==> config.mk <==
export PLATFORM = sky130hd
export DESIGN_NAME = cl_ddr_stat_top
export DESIGN_NICKNAME = d
export VERILOG_FILES = /design/src/rtl/cl_ddr_stat_pkg.sv /design/src/rtl/reset_ctrl.sv /design/src/rtl/ddr_stat_pipe.sv /design/src/rtl/cl_ddr_stat_top.sv
export VERILOG_INCLUDE_DIRS = /design/src /design/src/rtl
export SDC_FILE = /design/constraint.sdc
export NUM_CORES = 2
export LEC_CHECK = 0
export BUFFER_PORTS_ARGS = -buffer_cell sky130_fd_sc_hd__clkbuf_2
export CORE_MARGIN = 2
export CORE_UTILIZATION = 36
export CTS_BUF_LIST = sky130_fd_sc_hd__clkbuf_4 sky130_fd_sc_hd__clkbuf_8
export CTS_CLUSTER_SIZE = 20
export DETAILED_ROUTE_END_ITERATION = 10
export SYNTH_ARGS = -nofsm -noshare
export SYNTH_HDL_FRONTEND = slang
export SYNTH_HIERARCHICAL = 1
export SYNTH_SLANG_ARGS = --single-unit
==> constraint.sdc <==
create_clock -name clk_main_a0 -period 1.45 [get_ports clk_main_a0]
set_input_delay 0.3625 -clock clk_main_a0 [delete_from_list [all_inputs] [get_ports clk_main_a0]]
set_output_delay 0.3625 -clock clk_main_a0 [all_outputs]
set_load 0.1 [all_outputs]
==> src/rtl/cl_ddr_stat_cfg.svh <==
//////////////////////////////////////////////////
// DDR statistics wrapper configuration
// Channel count, pipeline depths, reset staging
// and field widths of the statistics port
//////////////////////////////////////////////////

`ifndef CL_DDR_STAT_CFG_SVH
`define CL_DDR_STAT_CFG_SVH

// Number of DDR statistics channels
`define CL_STAT_NUM_CHAN 3

// Register depth of each direction of a statistics pipeline
`define CL_STAT_PIPE_STAGES 8

// Flops from pipe_rst_n to sync_rst_n
`define CL_SYNC_RST_STAGES 2

// Further flops from sync_rst_n to the DDR controller reset
`define CL_DDR_RST_STAGES 4

//////////////////////////////////////////////////
// Statistics field widths
//////////////////////////////////////////////////
`define CL_STAT_ADDR_W 8
`define CL_STAT_DATA_W 32
`define CL_STAT_INT_W 8

`endif

==> src/rtl/cl_ddr_stat_pkg.sv <==
//////////////////////////////////////////////////
// DDR statistics types
// Vector types for the address, data and
// interrupt fields of the statistics channels
//////////////////////////////////////////////////

`include "cl_ddr_stat_cfg.svh"

package cl_ddr_stat_pkg;

   //////////////////////////////////////////////////
   // Statistics port fields
   //////////////////////////////////////////////////

   // Statistics register address, one word
   typedef logic [`CL_STAT_ADDR_W-1:0] stat_addr_t;

   // Write data toward the controller, read data back
   typedef logic [`CL_STAT_DATA_W-1:0] stat_data_t;

   // Interrupt status bits returned with each ack
   typedef logic [`CL_STAT_INT_W-1:0] stat_int_t;

endpackage

==> src/rtl/reset_ctrl.sv <==
//////////////////////////////////////////////////
// Reset control
// Stages the piped main reset into sync_rst_n,
// stages a later reset for the DDR controller,
// and answers an FLR assert with a done pulse
//////////////////////////////////////////////////

`include "cl_ddr_stat_cfg.svh"

module reset_ctrl
(
   input  logic clk,
   input  logic pipe_rst_n,
   input  logic sh_cl_flr_assert,
   output logic sync_rst_n,
   output logic ddr_rst_n,
   output logic cl_sh_flr_done
);

   localparam int SYNC_STAGES = `CL_SYNC_RST_STAGES;
   localparam int DDR_STAGES  = `CL_DDR_RST_STAGES;

   logic [SYNC_STAGES-1:0] sync_chain;
   logic [DDR_STAGES-1:0]  ddr_chain;
   logic                   flr_assert_q;

   //////////////////////////////////////////////////
   // Main reset staging
   //////////////////////////////////////////////////

   // A one is shifted in once pipe_rst_n is seen high
   always_ff @(posedge clk)
   begin
      if (!pipe_rst_n)
      begin
         sync_chain <= '0;
      end
      else
      begin
         sync_chain[0] <= 1'b1;
         for (int i = 1; i < SYNC_STAGES; i++)
         begin
            sync_chain[i] <= sync_chain[i-1];
         end
      end
   end

   assign sync_rst_n = sync_chain[SYNC_STAGES-1];

   //////////////////////////////////////////////////
   // DDR controller reset staging
   //////////////////////////////////////////////////

   // Follows sync_rst_n, cleared at once by pipe_rst_n
   always_ff @(posedge clk)
   begin
      if (!pipe_rst_n)
      begin
         ddr_chain <= '0;
      end
      else
      begin
         ddr_chain[0] <= sync_rst_n;
         for (int i = 1; i < DDR_STAGES; i++)
         begin
            ddr_chain[i] <= ddr_chain[i-1];
         end
      end
   end

   assign ddr_rst_n = ddr_chain[DDR_STAGES-1];

   //////////////////////////////////////////////////
   // FLR response
   //////////////////////////////////////////////////

   // Done toggles while the registered assert is held,
   // so the shell sees a pulse every other cycle
   always_ff @(posedge clk)
   begin
      if (!sync_rst_n)
      begin
         flr_assert_q   <= 1'b0;
         cl_sh_flr_done <= 1'b0;
      end
      else
      begin
         flr_assert_q   <= sh_cl_flr_assert;
         cl_sh_flr_done <= flr_assert_q && !cl_sh_flr_done;
      end
   end

endmodule

==> src/rtl/ddr_stat_pipe.sv <==
//////////////////////////////////////////////////
// DDR statistics channel pipeline
// Fixed-depth register stages on the request path
// toward the controller and on the ack path back
// to the shell, for timing across the die
//////////////////////////////////////////////////

`include "cl_ddr_stat_cfg.svh"

module ddr_stat_pipe
   import cl_ddr_stat_pkg::*;
#(
   parameter int STAGES = `CL_STAT_PIPE_STAGES
)
(
   input  logic       clk,
   input  logic       sync_rst_n,
   // Request from the shell
   input  logic       sh_wr,
   input  logic       sh_rd,
   input  stat_addr_t sh_addr,
   input  stat_data_t sh_wdata,
   // Acknowledge from the controller
   input  logic       ctl_ack,
   input  stat_data_t ctl_rdata,
   input  stat_int_t  ctl_int,
   // Request toward the controller
   output logic       ctl_wr,
   output logic       ctl_rd,
   output stat_addr_t ctl_addr,
   output stat_data_t ctl_wdata,
   // Acknowledge toward the shell
   output logic       sh_ack,
   output stat_data_t sh_rdata,
   output stat_int_t  sh_int
);

   localparam int REQ_W = 2 + $bits(stat_addr_t) + $bits(stat_data_t);
   localparam int ACK_W = 1 + $bits(stat_int_t) + $bits(stat_data_t);

   logic [REQ_W-1:0] req_in;
   logic [ACK_W-1:0] ack_in;
   logic [REQ_W-1:0] req_pipe [STAGES];
   logic [ACK_W-1:0] ack_pipe [STAGES];

   // Each direction travels as one flat bundle
   assign req_in = {sh_wr, sh_rd, sh_addr, sh_wdata};
   assign ack_in = {ctl_ack, ctl_int, ctl_rdata};

   //////////////////////////////////////////////////
   // Request path
   //////////////////////////////////////////////////

   always_ff @(posedge clk)
   begin
      if (!sync_rst_n)
      begin
         for (int i = 0; i < STAGES; i++)
         begin
            req_pipe[i] <= '0;
         end
      end
      else
      begin
         req_pipe[0] <= req_in;
         for (int i = 1; i < STAGES; i++)
         begin
            req_pipe[i] <= req_pipe[i-1];
         end
      end
   end

   assign {ctl_wr, ctl_rd, ctl_addr, ctl_wdata} = req_pipe[STAGES-1];

   //////////////////////////////////////////////////
   // Acknowledge path
   //////////////////////////////////////////////////

   always_ff @(posedge clk)
   begin
      if (!sync_rst_n)
      begin
         for (int i = 0; i < STAGES; i++)
         begin
            ack_pipe[i] <= '0;
         end
      end
      else
      begin
         ack_pipe[0] <= ack_in;
         for (int i = 1; i < STAGES; i++)
         begin
            ack_pipe[i] <= ack_pipe[i-1];
         end
      end
   end

   assign {sh_ack, sh_int, sh_rdata} = ack_pipe[STAGES-1];

endmodule

==> src/rtl/cl_ddr_stat_top.sv <==
//////////////////////////////////////////////////
// Custom logic DDR statistics wrapper
// Reset staging, FLR response and the three
// pipelined statistics channels between the
// shell and the external DDR controller
//////////////////////////////////////////////////

`include "cl_ddr_stat_cfg.svh"

module cl_ddr_stat_top
   import cl_ddr_stat_pkg::*;
(
   input  logic       clk_main_a0,
   input  logic       pipe_rst_n,
   input  logic       sh_cl_flr_assert,
   output logic       cl_sh_flr_done,
   output logic       ddr_rst_n,

   // Channel 0
   input  logic       sh_ddr_stat_wr0,
   input  logic       sh_ddr_stat_rd0,
   input  stat_addr_t sh_ddr_stat_addr0,
   input  stat_data_t sh_ddr_stat_wdata0,
   input  logic       ctl_stat_ack0,
   input  stat_data_t ctl_stat_rdata0,
   input  stat_int_t  ctl_stat_int0,
   output logic       ddr_sh_stat_ack0,
   output stat_data_t ddr_sh_stat_rdata0,
   output stat_int_t  ddr_sh_stat_int0,
   output logic       ctl_stat_wr0,
   output logic       ctl_stat_rd0,
   output stat_addr_t ctl_stat_addr0,
   output stat_data_t ctl_stat_wdata0,

   // Channel 1
   input  logic       sh_ddr_stat_wr1,
   input  logic       sh_ddr_stat_rd1,
   input  stat_addr_t sh_ddr_stat_addr1,
   input  stat_data_t sh_ddr_stat_wdata1,
   input  logic       ctl_stat_ack1,
   input  stat_data_t ctl_stat_rdata1,
   input  stat_int_t  ctl_stat_int1,
   output logic       ddr_sh_stat_ack1,
   output stat_data_t ddr_sh_stat_rdata1,
   output stat_int_t  ddr_sh_stat_int1,
   output logic       ctl_stat_wr1,
   output logic       ctl_stat_rd1,
   output stat_addr_t ctl_stat_addr1,
   output stat_data_t ctl_stat_wdata1,

   // Channel 2
   input  logic       sh_ddr_stat_wr2,
   input  logic       sh_ddr_stat_rd2,
   input  stat_addr_t sh_ddr_stat_addr2,
   input  stat_data_t sh_ddr_stat_wdata2,
   input  logic       ctl_stat_ack2,
   input  stat_data_t ctl_stat_rdata2,
   input  stat_int_t  ctl_stat_int2,
   output logic       ddr_sh_stat_ack2,
   output stat_data_t ddr_sh_stat_rdata2,
   output stat_int_t  ddr_sh_stat_int2,
   output logic       ctl_stat_wr2,
   output logic       ctl_stat_rd2,
   output stat_addr_t ctl_stat_addr2,
   output stat_data_t ctl_stat_wdata2
);

   // Same depth on every channel so they stay aligned
   localparam int STAT_STAGES = `CL_STAT_PIPE_STAGES;

   logic sync_rst_n;

   //////////////////////////////////////////////////
   // Reset tree and FLR
   //////////////////////////////////////////////////

   reset_ctrl u_reset_ctrl (
      .clk              (clk_main_a0),
      .pipe_rst_n       (pipe_rst_n),
      .sh_cl_flr_assert (sh_cl_flr_assert),
      .sync_rst_n       (sync_rst_n),
      .ddr_rst_n        (ddr_rst_n),
      .cl_sh_flr_done   (cl_sh_flr_done)
   );

   //////////////////////////////////////////////////
   // Statistics channels
   //////////////////////////////////////////////////

   ddr_stat_pipe #(.STAGES(STAT_STAGES)) u_stat_pipe0 (
      .clk        (clk_main_a0),
      .sync_rst_n (sync_rst_n),
      .sh_wr      (sh_ddr_stat_wr0),
      .sh_rd      (sh_ddr_stat_rd0),
      .sh_addr    (sh_ddr_stat_addr0),
      .sh_wdata   (sh_ddr_stat_wdata0),
      .ctl_ack    (ctl_stat_ack0),
      .ctl_rdata  (ctl_stat_rdata0),
      .ctl_int    (ctl_stat_int0),
      .ctl_wr     (ctl_stat_wr0),
      .ctl_rd     (ctl_stat_rd0),
      .ctl_addr   (ctl_stat_addr0),
      .ctl_wdata  (ctl_stat_wdata0),
      .sh_ack     (ddr_sh_stat_ack0),
      .sh_rdata   (ddr_sh_stat_rdata0),
      .sh_int     (ddr_sh_stat_int0)
   );

   ddr_stat_pipe #(.STAGES(STAT_STAGES)) u_stat_pipe1 (
      .clk        (clk_main_a0),
      .sync_rst_n (sync_rst_n),
      .sh_wr      (sh_ddr_stat_wr1),
      .sh_rd      (sh_ddr_stat_rd1),
      .sh_addr    (sh_ddr_stat_addr1),
      .sh_wdata   (sh_ddr_stat_wdata1),
      .ctl_ack    (ctl_stat_ack1),
      .ctl_rdata  (ctl_stat_rdata1),
      .ctl_int    (ctl_stat_int1),
      .ctl_wr     (ctl_stat_wr1),
      .ctl_rd     (ctl_stat_rd1),
      .ctl_addr   (ctl_stat_addr1),
      .ctl_wdata  (ctl_stat_wdata1),
      .sh_ack     (ddr_sh_stat_ack1),
      .sh_rdata   (ddr_sh_stat_rdata1),
      .sh_int     (ddr_sh_stat_int1)
   );

   ddr_stat_pipe #(.STAGES(STAT_STAGES)) u_stat_pipe2 (
      .clk        (clk_main_a0),
      .sync_rst_n (sync_rst_n),
      .sh_wr      (sh_ddr_stat_wr2),
      .sh_rd      (sh_ddr_stat_rd2),
      .sh_addr    (sh_ddr_stat_addr2),
      .sh_wdata   (sh_ddr_stat_wdata2),
      .ctl_ack    (ctl_stat_ack2),
      .ctl_rdata  (ctl_stat_rdata2),
      .ctl_int    (ctl_stat_int2),
      .ctl_wr     (ctl_stat_wr2),
      .ctl_rd     (ctl_stat_rd2),
      .ctl_addr   (ctl_stat_addr2),
      .ctl_wdata  (ctl_stat_wdata2),
      .sh_ack     (ddr_sh_stat_ack2),
      .sh_rdata   (ddr_sh_stat_rdata2),
      .sh_int     (ddr_sh_stat_int2)
   );

endmodule

==> flow_summary.json <==
{
  "status": "complete, but fails checks",
  "violations": "setup timing",
  "htree_num_levels": 5,
  "synthDistinctLibCells": 6,
  "holdCritPathClass": "in2reg",
  "rsz0062_at_grt": "true",
  "grt_pass1_wl_mm": 145,
  "stdcell_area_mm2": 0.0724,
  "layout_setup_ws_ns": -0.447,
  "route.detailed.drc": 0,
  "via_count": 28000,
  "setup_violations": 251,
  "end_kind": "primary output",
  "power_leakage_nw": 30.4,
  "cts_post_setup_buffers_inserted": 0,
  "peakVddDrop_v": 0.000935,
  "ant_nets": 0,
  "clock_path_buffers": 4,
  "ctsRootBufferMaster": "clkbuf_8",
  "antenna_found_initial": 21,
  "numPortBuffers": 502,
  "cp_slowest_cell": "dfxtp_4",
  "worstPathMaxFanout": 1,
  "die_height_um": 396,
  "dp.cells": 6593,
  "areaGrowthSynthToFinish_pct": 30.6,
  "path_class": "reg2out",
  "clk_pin_slew_ns": 0.06,
  "syn_avg_cell_area_um2": 12.4,
  "drtIter0Drc": 1014,
  "r2r_cells": 4,
  "grt_pass1_vias": 28200,
  "synthesis.nets": 4710,
  "numCtsBuffers": 331,
  "wirelength_mm": 91.6,
  "hold_viol": 0,
  "grt_max_degree": 149,
  "yosysWarningCount": 6,
  "drv_slew": 0,
  "synth_area_leaders": "dfxtp_1 (72%), and2_1 (23%), buf_4 (3.2%), clkbuf_2 (1.8%), buf_2 (0.19%)",
  "syn_area_mm2": 0.0554,
  "via_per_inst": 3.76,
  "cts_sinks": 2000,
  "hpwl_mm": 54.8,
  "cts_tree": "done",
  "power.density_mw_per_mm2": 1480,
  "overflow": 0,
  "fmax_mhz": 527,
  "crit_start": "u_stat_pipe2/req_pipe[1][158]$_SDFF_PN0_",
  "rrSetupSlack_ns": 0.19,
  "ios": 503,
  "gp_congestion": 0.718,
  "synthDominantCellAreaShare_pct": 72.2,
  "worstPathArrival_ns": 1.53,
  "slew_headroom_pct": 70.7,
  "period_share_pct": 131,
  "regToRegEndpoint": "u_stat_pipe1/ack_pipe[0][300]$_SDFF_PN0_",
  "avgRoutedWirePerCell_um": 12.3,
  "fillers": 13600,
  "maxCapViolCount": 0,
  "cp-start-kind": "register",
  "r2r_start": "u_reset_ctrl/sync_chain[1]$_SDFF_PN0_",
  "grt_use_total_pct": 11.6,
  "coreArea_mm2": 0.154,
  "cp_slowest_stage_delay_ns": 0.39,
  "clk_latency_ns": 0.97,
  "drive_above_1_share_pct": 25.0,
  "skew_ns": 0.0697,
  "drtPass1Iterations": 5,
  "dieArea_mm2": 0.157,
  "tightest_slew_ns": 0.440,
  "path_delay_family": "flip-flops",
  "start_util_pct": 36.1,
  "crit_required_ns": 1.09,
  "fin_nets": 5440,
  "rows": 144,
  "synth-seq-cells": 2000,
  "syn_inst": 4458,
  "cp_num_buf_inv": 1,
  "layout_min_cycle_time_ns": 1.90,
  "critPathCapture": "ctl_stat_addr2[0]",
  "cp_num_cells": 1,
  "yosysTopAreaCell": "dfxtp_1",
  "die_w_um": 396,
  "placed_area_mm2": 0.0609,
  "fin_cells": 7456,
  "ys_seq_area_share_pct": 72.2,
  "seqCellArea_mm2": 0.0404,
  "multiInputGateArea_mm2": 0.0125,
  "worstPathCellList": "buf_12"
}
-- sequential cells by signal (all words and copies together), names as in the netlist --
| register | flops |
|---|---|
| u_stat_pipe2/ack_pipe | 328 |
| u_reset_ctrl/ddr_chain | 4 |
| u_stat_pipe2/req_pipe | 336 |
| u_reset_ctrl/sync_chain | 2 |
| u_stat_pipe1/req_pipe | 336 |
| u_stat_pipe0/req_pipe | 336 |
| u_reset_ctrl/flr_assert_q | 1 |
| u_reset_ctrl/cl_sh_flr_done | 1 |
| u_stat_pipe1/ack_pipe | 328 |
| u_stat_pipe0/ack_pipe | 328 |
-- layout by cell type, fill, tap and decap left out --
cell type         n
and2_1         1998
dfxtp_1        1748
clkbuf_8        417
dlygate4sd3_1   306
buf_12          278
clkbuf_2        251
dfxtp_2         226
clkbuf_4         98
dfxtp_4          26
buf_4            21
clkinvlp_4       12
clkinv_2         12
diode_2           8
bufinv_16         8
inv_6             1
clkinv_4          1
and3b_1           1
-- how the worst min path moves through the flow --
stage	to	cells after the start	slack (ns)	start
finish	u_stat_pipe1/ack_pipe[0][2]$_SDFF_PN0_	3	0.16	ctl_stat_rdata1[2]
global route	u_stat_pipe1/ack_pipe[0][34]$_SDFF_PN0_	3	0.02	ctl_stat_int1[2]
CTS	u_stat_pipe0/ack_pipe[0][8]$_SDFF_PN0_	3	0.001	ctl_stat_rdata0[8]
detailed placement	u_stat_pipe0/ack_pipe[0][128]$_SDFF_PN0_	1	0.42	u_stat_pipe0/ack_pipe[0][87]$_SDFF_PN0_
global placement	u_stat_pipe2/req_pipe[0][166]$_SDFF_PN0_	1	0.41	u_stat_pipe2/req_pipe[0][124]$_SDFF_PN0_
floorplan	u_reset_ctrl/sync_chain[0]$_DFF_P_	0	0.39	pipe_rst_n
-- metal layers --
| metal | up-vias | global-route usage, % | wire length [µm] | part of all wire [%] |
|---|---|---|---|---|
| met3 | 261 | 4.66 | 6350 | 6.9 |
| met5 | - | 0 | 149 | 0.16 |
| met4 | 22 | 6.33 | 3790 | 4.1 |
| met2 | 668 | 17.7 | 40300 | 44 |
| met1 | 12400 | 13.9 | 41100 | 45 |
| li1 | 14700 | - | - | - |
-- kinds of logic (layout without fill, tap and decap cells) --
logic type	after synthesis	after routing	share of synthesized area, %
buffers and inverters	459	1405	5.23
other	0	8	0
DFF	2000	2000	72.2
and+or+nand+nor	1999	1999	22.6
-- cell type report --
class                   count  share of cell area [%]
well taps                2044                    3.53
diodes                      8                  0.0276
flip-flops and latches   2000                    55.8
clock buffers             515                    8.94
multi-input cells        1999                    17.3
clock inverters            34                   0.563
repair buffers            856                    13.9
-- Yosys cell counts (all sizes together) --
cell and count:
buf 261, and3b 1, clkbuf 198, dfxtp 2000, and2 1998
-- through the flow --
stage / setup slack (ns) / power, W / hold WS [ns] / util, % / setup TNS [ns]
global route: -0.605 / 0.112 / 0.0219 / 47.2 / -130.86
floorplan: 0.159 / 0.0576 / 0.390 / - / 0
detailed placement: 0.156 / 0.0583 / 0.417 / 39.7 / 0
CTS: -0.613 / 0.110 / 0.00101 / 47.2 / -133.65
global placement: 0.173 / 0.0582 / 0.411 / 39.7 / 0
finish: -0.447 / 0.107 / 0.157 / 47.2 / -91.09
-- power breakdown --
| part | switching (W) | internal, W |
|---|---|---|
| Clock | 0.0202 | 0.0296 |
| Sequential | 0.0000966 | 0.0554 |
| Combinational | 0.000997 | 0.00120 |
| Total | 0.0213 | 0.0861 |
-- repair_timing --
item / in CTS / in global routing
pin swaps: 0 / 0
hold buffers: 306 / 0
resized for setup: 556 / 2
setup endpoints to repair: 251 / 251
endpoints found under the hold margin: 256 / 0
Power figures use the tool's default switching activity.
